$ cat config.mk
export PLATFORM = sky130hd
export DESIGN_NAME = dma_top
export DESIGN_NICKNAME = d
export VERILOG_FILES = /design/src/hw/dma_pkg.sv /design/src/hw/dma_engine.sv /design/src/hw/dma_top.sv /design/src/hw/mem_sink.sv /design/src/hw/txn_fifo.sv
export SDC_FILE = /design/constraint.sdc
export NUM_CORES = 1
export LEC_CHECK = 0
export ABC_AREA = 1
export ABC_CLOCK_PERIOD_IN_PS = 30200
export BUFFER_PORTS_ARGS = -buffer_cell sky130_fd_sc_hd__buf_2
export CORE_MARGIN = 2
export CORE_UTILIZATION = 39
export CTS_BUF_LIST = sky130_fd_sc_hd__clkbuf_4 sky130_fd_sc_hd__clkbuf_8
export CTS_CLUSTER_SIZE = 8
export DETAILED_ROUTE_END_ITERATION = 8
export PLACE_DENSITY = 0.52
export SLEW_MARGIN = 15
export SYNTH_ARGS = -nofsm -noshare
export SYNTH_HDL_FRONTEND = slang
export SYNTH_SLANG_ARGS = --single-unit
$ cat constraint.sdc
create_clock -name clk -period 30.2 [get_ports clk]
set_clock_uncertainty 0.15 [all_clocks]
set_input_delay 6.04 -clock clk [delete_from_list [all_inputs] [get_ports clk]]
set_output_delay 6.04 -clock clk [all_outputs]
set_load 0.01 [all_outputs]
$ cat src/hw/dma_pkg.sv
package dma_pkg;

   // ########################################
   // transaction beat
   // ########################################
   typedef struct packed {
      logic        write;     // 1 = write transaction
      logic [1:0]  datamode;  // 0 byte, 1 half, 2 word, 3 double
      logic [3:0]  ctrlmode;
      logic [31:0] dstaddr;
      logic [31:0] srcaddr;
      logic [31:0] data;
      logic        pad;       // rounds the beat up to 104 bits
   } dma_txn_t;

   // ########################################
   // configuration register
   // ########################################
   typedef struct packed {
      logic [22:0] zero;      // reserved, reads 0
      logic        message;   // tag last beat as message
      logic [3:0]  ctrlmode;
      logic [1:0]  datamode;
      logic        write;
      logic        enable;    // bit 0
   } dma_cfg_fields_t;

   typedef union packed {
      logic [31:0]     raw;   // as seen on the register port
      dma_cfg_fields_t f;     // decoded fields
   } dma_cfg_u;

   // register word offsets, mi_addr bits RFAW+1..2
   localparam logic [4:0] REG_CFG    = 5'd0;
   localparam logic [4:0] REG_STATUS = 5'd1;
   localparam logic [4:0] REG_SRC    = 5'd2;
   localparam logic [4:0] REG_DST    = 5'd3;
   localparam logic [4:0] REG_COUNT  = 5'd4;

   // ctrlmode code for the last beat of a message run
   localparam logic [3:0] CTRL_MESSAGE = 4'b1100;

endpackage

$ cat src/hw/dma_engine.sv
`timescale 1ns/100ps

module dma_engine import dma_pkg::*;
#(
   parameter int          RFAW         = 5,             // register address width
   parameter logic [31:0] TEST_PATTERN = 32'hc3a5_5a3c  // fill data
)
(
   input  logic        clk,
   input  logic        reset,
   // host register port
   input  logic        mi_en,
   input  logic        mi_we,
   input  logic [19:0] mi_addr,    // byte address
   input  logic [31:0] mi_din,
   output logic [31:0] mi_dout,
   // transaction stream out
   output dma_txn_t    eng_txn,
   output logic        eng_valid,
   input  logic        eng_ready
);

   logic [RFAW-1:0] reg_sel;       // word select
   logic            mi_wr;
   logic            mi_rd;
   logic            cfg_wr;
   logic            src_wr;
   logic            dst_wr;
   logic            count_wr;

   dma_cfg_u        cfg_in;        // incoming config word
   dma_cfg_u        cfg_q;
   logic [31:0]     src_q;
   logic [31:0]     dst_q;
   logic [31:0]     count_q;
   logic [1:0]      status_q;      // [1] error, [0] busy

   logic [31:0]     step;          // bytes per beat
   logic            last_beat;
   logic            expired;
   logic            mis_err;
   logic            beat;

   // ########################################
   // register decode
   // ########################################
   assign reg_sel  = mi_addr[RFAW+1:2];
   assign mi_wr    = mi_en & mi_we;
   assign mi_rd    = mi_en & ~mi_we;

   assign cfg_wr   = mi_wr & (reg_sel == RFAW'(REG_CFG));
   assign src_wr   = mi_wr & (reg_sel == RFAW'(REG_SRC));
   assign dst_wr   = mi_wr & (reg_sel == RFAW'(REG_DST));
   assign count_wr = mi_wr & (reg_sel == RFAW'(REG_COUNT));

   assign cfg_in.raw = mi_din;

   // config keeps only the defined fields
   always_ff @(posedge clk or posedge reset)
   begin
      if (reset)
         cfg_q.raw <= '0;
      else if (cfg_wr)
      begin
         cfg_q.f.zero     <= '0;
         cfg_q.f.message  <= cfg_in.f.message;
         cfg_q.f.ctrlmode <= cfg_in.f.ctrlmode;
         cfg_q.f.datamode <= cfg_in.f.datamode;
         cfg_q.f.write    <= cfg_in.f.write;
         cfg_q.f.enable   <= cfg_in.f.enable;
      end
   end

   // ########################################
   // beat control
   // ########################################
   assign step      = 32'd1 << cfg_q.f.datamode;
   assign expired   = (count_q == 32'd0);
   assign last_beat = (count_q == 32'd1);

   // low address bits vs access size, double never supported
   assign mis_err = ((src_q[0] | dst_q[0]) & (cfg_q.f.datamode != 2'b00)) |
                    ((src_q[1] | dst_q[1]) & cfg_q.f.datamode[1]) |
                    (cfg_q.f.datamode == 2'b11);

   assign eng_valid = cfg_q.f.enable & ~expired & ~mis_err;
   assign beat      = eng_valid & eng_ready;

   // host write wins over the advance
   always_ff @(posedge clk or posedge reset)
   begin
      if (reset)
      begin
         src_q   <= '0;
         dst_q   <= '0;
         count_q <= '0;
      end
      else
      begin
         if (src_wr)
            src_q <= mi_din;
         else if (beat)
            src_q <= src_q + step;
         if (dst_wr)
            dst_q <= mi_din;
         else if (beat)
            dst_q <= dst_q + step;
         if (count_wr)
            count_q <= mi_din;
         else if (beat)
            count_q <= count_q - 32'd1;
      end
   end

   // status, cleared by any config write
   always_ff @(posedge clk or posedge reset)
   begin
      if (reset)
         status_q <= '0;
      else if (cfg_wr)
         status_q <= '0;
      else
      begin
         status_q[0] <= eng_valid;                                // busy
         status_q[1] <= status_q[1] | (cfg_q.f.enable & mis_err); // sticky
      end
   end

   // ########################################
   // outgoing beat
   // ########################################
   always_comb
   begin
      eng_txn          = '0;
      eng_txn.write    = cfg_q.f.write;
      eng_txn.datamode = cfg_q.f.datamode;
      eng_txn.ctrlmode = (cfg_q.f.message & last_beat) ? CTRL_MESSAGE : cfg_q.f.ctrlmode;
      eng_txn.dstaddr  = dst_q;
      eng_txn.srcaddr  = src_q;
      eng_txn.data     = TEST_PATTERN;  // fixed fill
   end

   // readback, one cycle after the read strobe
   always_ff @(posedge clk or posedge reset)
   begin
      if (reset)
         mi_dout <= '0;
      else if (mi_rd)
      begin
         case (reg_sel)
            RFAW'(REG_CFG):    mi_dout <= cfg_q.raw;
            RFAW'(REG_STATUS): mi_dout <= {30'd0, status_q};
            RFAW'(REG_SRC):    mi_dout <= src_q;
            RFAW'(REG_DST):    mi_dout <= dst_q;
            RFAW'(REG_COUNT):  mi_dout <= count_q;
            default:           mi_dout <= '0;  // unmapped
         endcase
      end
   end

   // ########################################
   // checks
   // ########################################
   // an offered beat is aligned to its own size, never double
   a_no_valid_on_error: assert property (
      @(posedge clk) disable iff (reset)
      eng_valid |-> (eng_txn.datamode != 2'b11) &&
                    ((eng_txn.dstaddr & ~(32'hffff_ffff << eng_txn.datamode)) == 32'd0) &&
                    ((eng_txn.srcaddr & ~(32'hffff_ffff << eng_txn.datamode)) == 32'd0)
   ) else $error("eng_valid raised with alignment error");

   // stalled beat stays put unless the host reprograms
   a_hold_on_stall: assert property (
      @(posedge clk) disable iff (reset)
      eng_valid && !eng_ready && !mi_wr |=> eng_valid && $stable(eng_txn)
   ) else $error("engine beat changed while stalled");

endmodule

$ cat src/hw/dma_top.sv
`timescale 1ns/100ps

module dma_top import dma_pkg::*;
#(
   parameter int          RFAW         = 5,
   parameter logic [31:0] TEST_PATTERN = 32'hc3a5_5a3c,
   parameter int          FIFO_DEPTH   = 4,
   parameter int          MEM_WORDS    = 64
)
(
   input  logic                         clk,
   input  logic                         reset,
   // register port
   input  logic                         mi_en,
   input  logic                         mi_we,
   input  logic [19:0]                  mi_addr,
   input  logic [31:0]                  mi_din,
   output logic [31:0]                  mi_dout,
   // memory read port
   input  logic                         mem_rd_en,
   input  logic [$clog2(MEM_WORDS)-1:0] mem_rd_addr,
   output logic [31:0]                  mem_rd_data,
   output logic                         msg_irq
);

   dma_txn_t eng_txn;     // engine to fifo
   logic     eng_valid;
   logic     eng_ready;
   dma_txn_t fifo_txn;    // fifo to sink
   logic     fifo_valid;
   logic     fifo_ready;

   dma_engine #(
      .RFAW         (RFAW),
      .TEST_PATTERN (TEST_PATTERN)
   ) dma_engine_inst (
      .clk       (clk),
      .reset     (reset),
      .mi_en     (mi_en),
      .mi_we     (mi_we),
      .mi_addr   (mi_addr),
      .mi_din    (mi_din),
      .mi_dout   (mi_dout),
      .eng_txn   (eng_txn),
      .eng_valid (eng_valid),
      .eng_ready (eng_ready)
   );

   txn_fifo #(.FIFO_DEPTH(FIFO_DEPTH)) txn_fifo_inst (
      .clk (clk), .reset (reset),
      .in_txn (eng_txn), .in_valid (eng_valid), .in_ready (eng_ready),
      .out_txn (fifo_txn), .out_valid (fifo_valid), .out_ready (fifo_ready)
   );

   mem_sink #(.MEM_WORDS(MEM_WORDS)) mem_sink_inst (
      .clk (clk), .reset (reset),
      .txn (fifo_txn), .valid (fifo_valid), .ready (fifo_ready),
      .mem_rd_en (mem_rd_en), .mem_rd_addr (mem_rd_addr), .mem_rd_data (mem_rd_data),
      .msg_irq (msg_irq)
   );

endmodule

$ cat src/hw/mem_sink.sv
`timescale 1ns/100ps

module mem_sink import dma_pkg::*;
#(
   parameter int MEM_WORDS = 64  // words of 32 bits
)
(
   input  logic                         clk,
   input  logic                         reset,
   // transaction stream in
   input  dma_txn_t                     txn,
   input  logic                         valid,
   output logic                         ready,
   // host read port
   input  logic                         mem_rd_en,
   input  logic [$clog2(MEM_WORDS)-1:0] mem_rd_addr,  // word index
   output logic [31:0]                  mem_rd_data,
   // message interrupt
   output logic                         msg_irq
);

   localparam int IW = $clog2(MEM_WORDS);

   logic [31:0]   mem [MEM_WORDS];
   logic          wr_beat;
   logic [3:0]    be;        // byte enables
   logic [IW-1:0] wr_idx;

   // host read owns the single port
   assign ready   = ~mem_rd_en;
   assign wr_beat = valid & ready;

   // word index wraps over the memory
   assign wr_idx = IW'(txn.dstaddr[31:2] % MEM_WORDS);

   // ########################################
   // byte enables
   // ########################################
   always_comb
   begin
      case (txn.datamode)
         2'b00:   be = 4'b0001 << txn.dstaddr[1:0];          // byte
         2'b01:   be = 4'b0011 << {txn.dstaddr[1], 1'b0};   // halfword
         default: be = 4'b1111;                             // word and up
      endcase
   end

   // memory cleared on reset so an unwritten word reads 0
   always_ff @(posedge clk or posedge reset)
   begin
      if (reset)
      begin
         for (int w = 0; w < MEM_WORDS; w++)
            mem[w] <= '0;
      end
      else if (wr_beat)
      begin
         for (int b = 0; b < 4; b++)
            if (be[b])
               mem[wr_idx][8*b +: 8] <= txn.data[8*b +: 8];  // same lane in and out
      end
   end

   always_ff @(posedge clk)
   begin
      if (mem_rd_en)
         mem_rd_data <= mem[mem_rd_addr];
   end

   // pulse the cycle after a message beat
   always_ff @(posedge clk or posedge reset)
   begin
      if (reset)
         msg_irq <= 1'b0;
      else
         msg_irq <= wr_beat & (txn.ctrlmode == CTRL_MESSAGE);
   end

   // ########################################
   // checks
   // ########################################
   // a beat pending during a host read leaves its target word alone
   a_port_exclusive: assert property (
      @(posedge clk) disable iff (reset)
      mem_rd_en && valid |=> mem[$past(wr_idx)] == $past(mem[wr_idx])
   ) else $error("memory write and host read in same cycle");

endmodule

$ cat src/hw/txn_fifo.sv
`timescale 1ns/100ps

module txn_fifo import dma_pkg::*;
#(
   parameter int FIFO_DEPTH = 4  // power of two, at least 2
)
(
   input  logic     clk,
   input  logic     reset,
   // push side
   input  dma_txn_t in_txn,
   input  logic     in_valid,
   output logic     in_ready,
   // pop side
   output dma_txn_t out_txn,
   output logic     out_valid,
   input  logic     out_ready
);

   localparam int PW = $clog2(FIFO_DEPTH);

   dma_txn_t      mem [FIFO_DEPTH];  // storage, no reset
   logic [PW-1:0] wr_ptr;
   logic [PW-1:0] rd_ptr;
   logic [PW:0]   count;             // occupancy 0..FIFO_DEPTH
   logic          push;
   logic          pop;

   assign in_ready  = (count != (PW+1)'(FIFO_DEPTH));  // low only when full
   assign out_valid = (count != '0);
   assign out_txn   = mem[rd_ptr];

   assign push = in_valid & in_ready;
   assign pop  = out_valid & out_ready;

   always_ff @(posedge clk)
   begin
      if (push)
         mem[wr_ptr] <= in_txn;
   end

   // pointers wrap on their own, depth is a power of two
   always_ff @(posedge clk or posedge reset)
   begin
      if (reset)
      begin
         wr_ptr <= '0;
         rd_ptr <= '0;
         count  <= '0;
      end
      else
      begin
         if (push)
            wr_ptr <= wr_ptr + 1'b1;
         if (pop)
            rd_ptr <= rd_ptr + 1'b1;
         count <= count + (PW+1)'(push) - (PW+1)'(pop);  // push+pop leaves it as is
      end
   end

   // ########################################
   // checks
   // ########################################
   // occupancy in range and in step with the pointer distance
   a_no_overflow: assert property (
      @(posedge clk) disable iff (reset)
      (count <= (PW+1)'(FIFO_DEPTH)) && ((wr_ptr - rd_ptr) == PW'(count))
   ) else $error("fifo push when full or pop when empty");

   // head entry held while the sink stalls
   a_out_stable: assert property (
      @(posedge clk) disable iff (reset)
      out_valid && !out_ready |=> out_valid && $stable(out_txn)
   ) else $error("fifo head changed while stalled");

endmodule

Word level (Yosys, flattened, before mapping)
Memory sizes are Yosys's and may differ from the RTL's.
Cells that the tools add are included.
W data, S select, Z words.
{"block": "totals", "ram_bits": 284, "regBits": 2227, "in_bits": 63, "memories": 1, "word_cells": 167}
{"block": "op_classes", "n_bitwise": 26, "magnitude_cmp": 3, "reduce_logical": 9, "shift": 3, "n_mux": 34, "n_eq_ne": 9, "addsub": 7}
{"memory": "txn_fifo_inst.mem", "words": 4, "width": 71, "rd": 1, "rd_clocked_by_memory_dff": 0, "wr": 1, "line": "txn_fifo.sv:22", "source": "dma_txn_t mem [FIFO_DEPTH];"}
{"op": "$mux W2048", "n": 7}
{"op": "$bwmux W2048", "n": 4}
{"op": "$demux W32 S6", "n": 4}
{"op": "$mux W32", "n": 9}
{"op": "$bmux W32 S6", "n": 1}
{"op": "$pmux W32 S5", "n": 1}
{"op": "$add A32 B32 Y32", "n": 2}
{"op": "$eq A32 B1 Y1 const B", "n": 1}
{"op": "$logic_not A32 Y1", "n": 1}
{"op": "$shl A1 B2 Y32 const A", "n": 1}
{"op": "$sub A32 B1 Y32 const B", "n": 1}
{"op": "$mux W24", "n": 1}
{"op": "$mux W16", "n": 1}
{"op": "$and A1 B1 Y1", "n": 15}
{"op": "$ge A7 B7 Y1 const B", "n": 2}
{"op": "$not A6 Y7", "n": 2}
{"op": "$eq A5 B2 Y1 const B", "n": 2}
{"op": "$mux W8", "n": 1}
{"op": "$pmux W4 S2", "n": 1}
{"op": "$reduce_bool A2 Y1", "n": 4}
{"op": "$lt A7 B1 Y1 const B", "n": 1}
{"op": "$eq A5 B1 Y1 const B", "n": 1}
{"op": "$eq A5 B3 Y1 const B", "n": 1}
{"op": "$logic_not A5 Y1", "n": 1}
{"op": "17 further kinds", "n": 26}

Logic depth before layout (Yosys ltp)
An unclocked memory read counts as a cell.
{"block": "depth", "word_depth": 17, "mapped_depth": 16}

Hierarchy
A second synthesis with hierarchy kept.
{"block": "hier_totals", "cells_unflattened": 14591, "area_unflattened_um2": 120266.6}
{"module": "mem_sink", "area_each_um2": 93342.0, "n_inst": 1, "cells_per_inst": 11649}
{"module": "txn_fifo", "area_each_um2": 16736.1, "n_inst": 1, "cells_per_inst": 1377}
{"module": "dma_engine", "area_each_um2": 10188.5, "n_inst": 1, "cells_per_inst": 1565}

Worst setup path after synthesis
OpenSTA, ideal clock, no wires.
{"block": "synth_path", "path_type": "in2reg", "start": "input port mem_rd_en", "end": "register txn_fifo_inst.count[2]", "setup_ns": 0.123, "stages": 8, "arrival_time_ns": 7.607, "path_slack_ns": 22.320, "path_cell_list": "a21oi_2 > clkbuf_1 > ha_1 > inv_1 > ha_1 > inv_1 > fa_1 > xnor2_1"}
{"block": "synth_between", "elab_chain_cells": 3}
{"item": "start, declared", "line": "dma_top.sv:20", "source": "input logic mem_rd_en,"}
{"item": "$not A1 Y1", "line": "mem_sink.sv:30", "source": "assign ready = ~mem_rd_en;"}
{"item": "$and A1 B1 Y1"}
{"item": "via mem_sink_inst.wr_beat", "line": "mem_sink.sv:25", "source": "logic wr_beat;"}
{"item": "$sub A3 B1 Y3", "line": "txn_fifo.sv:57", "source": "count <= count + (PW+1)'(push) - (PW+1)'(pop);"}
{"item": "end signal, assigned", "line": "txn_fifo.sv:57"}
{"item": "end, declared", "line": "txn_fifo.sv:25", "source": "logic [PW:0] count;"}
The timed path passes the listed nets, and every way through them passes these cells.
A chain may end at the register's enable or synchronous reset.

Worst setup path in the final report
{"block": "layout_path", "start": "input port mi_addr[5]", "end": "register dma_engine_inst.dst_q[23]"}
{"block": "layout_between", "elab_chain_cells": 3}
{"item": "start, declared", "line": "dma_top.sv:16", "source": "input logic [19:0] mi_addr,"}
{"item": "$eq A5 B2 Y1 (*)", "line": "dma_engine.sv:53", "source": "assign dst_wr = mi_wr & (reg_sel == RFAW'(REG_DST));"}
{"item": "$and A1 B1 Y1 (*)", "line": "dma_engine.sv:53"}
{"item": "$mux W32 or $reduce_bool A2 Y1 (tied branches)"}
{"item": "end signal, assigned", "line": "dma_engine.sv:105", "source": "dst_q <= mi_din;"}
{"item": "end signal, assigned", "line": "dma_engine.sv:107", "source": "dst_q <= dst_q + step;"}
{"item": "end, declared", "line": "dma_engine.sv:34", "source": "logic [31:0] dst_q;"}
Every way passes the cells marked *; elsewhere a longest branch is shown, timed or not.

==> metrics.cfg <==
[outcome]
outcome = complete, no violations

[die]
die_w_um = 255
rows = 91
io_pins = 128
start_util = 0.395
die_h_um = 255
core_area_um2 = 61900
dieArea_um2 = 64800

[timing]
tightest_slew_ns = 1.19
setup_viol = 0
rsz0062_at_grt = false
slew_headroom = 0.204
min_period_ns = 9.70
slew_violations = 0
final-hold-violation-count = 0
post-route-period-util = 0.321
max_freq_mhz = 103
fin_setup_tns_ns = 0

[clock_network]
hold_buffers = 0
cts_tree = built
cts_resized = 0
numCtsBuffers = 86
clock-sinks = 463
root_buffer = clkbuf_8
clk-insertion-delay-late_ns = 0.70
path_clk_slew_ns = 0.05
cts.htree.levels = 3
cts_buffer_depth = 3
cts_setup_buffers = 0

[yosys]
ys_types = 45
synth-simple-area-share = 0.296
synth-edff-count = 60
synth_top_family_by_area = simple AND/OR/NAND/NOR gates
synthArstFlopShare = 0.870
syn_inst = 3102
synthFlopType = dfrtp_1
syn_area_um2 = 24500
synth_seq_area_share = 0.485
ys_warn_count = 0
synthMuxAreaShare = 0
synthXorXnorAreaFrac = 0.0190
ys_ff_latch = 463
synth_area_per_cell_um2 = 7.89
synth-adder-area-share = 0.00950
synth-compound-area-share = 0.109

[route]
wirelength_mm = 79.8
wire_per_inst_um = 19.6
drcViolationCount = 0
first_iter_violations = 1606
drtAntennaViolNets = 0
via_count = 21100
drt-pass1-iter-count = 6
routed_via_density = 5.20

[hold_path]
worstHoldPathType = register to register

[worst_setup_path]
timing.rr.end = dma_engine_inst.src_q[18]$_DFFE_PP0P_
r2r_start = dma_engine_inst.cfg_q[3]$_DFFE_PP0P_
cp.required_ns = 30.60
cp-start-kind = input pin
crit_arrival_ns = 10.10
endpoint_kind = register
reg2reg_depth = 11
crit_start = mi_addr[5]
crit_type = input pin to register
path_max_fanout = 33
rrSetupSlack_ns = 26.78
cp-endpoint = dma_engine_inst.dst_q[23]$_DFFE_PP0P_

[power_and_ir_drop]
power_density_nw_per_um2 = 92.2
peakVddDrop_uv = 60.3
power.leakage_nw = 12.7

[final_layout]
nets = 3237
area_delta_synth_final_pct = 11.5
final_common_cell = nand2_1
drive_gt1_frac = 0.109
layout_common_cells = nand2_1, nand3_1, dfrtp_1, inv_1, o21bai_1
instances_no_fill = 4065

[placement]
dp_hpwl_mm = 53.4
dp_cells = 3905
buffer_ports.inserted = 96
gp_congestion = 0.915

[global_routing]
grt_pass1_vias = 21100
antenna_found_initial = 1
grt_use_total = 0.250
grt_max_degree = 171
grt_overflow = 0
grt_pass1_wl_mm = 124

[job]
max_cap_violations = 0

==> layout make-up <==
class | count | area (um2)
Fill cell | 6382 | 34600
Antenna cell | 1 | 2.50
Sequential cell | 463 | 11900
Tap cell | 837 | 1050
Inverter | 285 | 1080
Clock inverter | 21 | 195
Timing Repair Buffer | 119 | 668
Multi-Input combinational cell | 2201 | 10700
Clock buffer | 138 | 1720
==> per-stage QoR <==
stage          utilization  total power [mW]  hold slack (ns)  area, um2  setup WS [ns]
2_1_floorplan            -              1.59            0.269      24500          12.80
3_3_place_gp         0.410              1.83            0.287      25400          19.85
3_5_place_dp         0.410              1.86            0.291      25400          19.83
4_1_cts              0.441              2.54            0.303      27300          20.57
5_1_grt              0.441              2.69            0.317      27300          20.27
6_report             0.441              2.52            0.298      27300          20.50
==> synth_stat cells, drive strengths merged, types with 2 or more instances <==
library cell    n  share of area
ha             17         0.0087
o221ai         15         0.0054
nor3           22         0.0053
xor2           45          0.016
nor4            3        0.00077
nand2         992           0.15
o21ai         104          0.021
o211ai          9         0.0028
clkinv          2        0.00031
nand3         436          0.090
dfrtp         403           0.41
nand4          36         0.0092
clkbuf         73          0.011
nor3b           2        0.00061
nor2          213          0.033
a21oi          33         0.0069
and2            2        0.00051
o2111ai         3         0.0011
inv           283          0.043
xnor2           8         0.0029
buf            95          0.026
edfxtp         60          0.074
o21bai        216          0.067
nand3b          7         0.0021
o22ai          14         0.0036
==> worst min path at each step <==
stage	startpoint	to	cells after the start
floorplan	mem_sink_inst.mem[101]$_DFFE_PP0P_	mem_sink_inst.mem[101]$_DFFE_PP0P_	2
CTS	mem_sink_inst.mem[101]$_DFFE_PP0P_	mem_sink_inst.mem[101]$_DFFE_PP0P_	2
detailed placement	mem_sink_inst.mem[101]$_DFFE_PP0P_	mem_sink_inst.mem[101]$_DFFE_PP0P_	2
global placement	mem_sink_inst.mem[101]$_DFFE_PP0P_	mem_sink_inst.mem[101]$_DFFE_PP0P_	2
global route	mem_sink_inst.mem[101]$_DFFE_PP0P_	mem_sink_inst.mem[101]$_DFFE_PP0P_	2
finish	mem_sink_inst.mem[101]$_DFFE_PP0P_	mem_sink_inst.mem[101]$_DFFE_PP0P_	2
==> cells by family after synthesis <==
family                     count (synthesis)
xor gates and xnor gates                  53
DFF                                      463
and+or+nand+nor                         1715
other                                      1
adders and majority gates                 18
AOI/OAI and AO/OA                        399
buffers and inverters                    453
==> routing by layer <==
layer	vias to the layer above	wire length, um	global-route usage
met5	-	0	0
met4	0	2790	0.0897
met3	158	3650	0.0361
met2	524	40000	0.439
met1	10300	33400	0.312
li1	10200	-	-
==> registers in the layout, summed over array words and instances (netlist names) <==
name and cells:
mem_sink_inst.mem 256, txn_fifo_inst.mem 56, dma_engine_inst.count_q 32, dma_engine_inst.dst_q 32, dma_engine_inst.mi_dout 32, dma_engine_inst.src_q 32
dma_engine_inst.cfg_q 9, mem_sink_inst.mem_rd_data 4, txn_fifo_inst.count 3, dma_engine_inst.status_q 2, txn_fifo_inst.rd_ptr 2, txn_fifo_inst.wr_ptr 2
mem_sink_inst.msg_irq 1
==> critical path, cell delays in order <==
cell and delay [ns]:
buf_2 0.09, nor2_1 0.16, nand2_1 0.09, inv_1 0.10
nand3_1 0.51, inv_1 0.78, nand2_1 0.84, inv_2 0.83
nor2_2 0.14, buf_4 0.28, nand2_1 0.12, nand3_1 0.07
==> power by group <==
part	internal [mW]	leakage, nW	switching, mW
clock	0.382	1.02	0.290
combinational	0.261	6.04	0.599
sequential	0.840	5.66	0.147
total	1.48	12.7	1.04
Note: power is estimated with default switching activity, not from simulation.
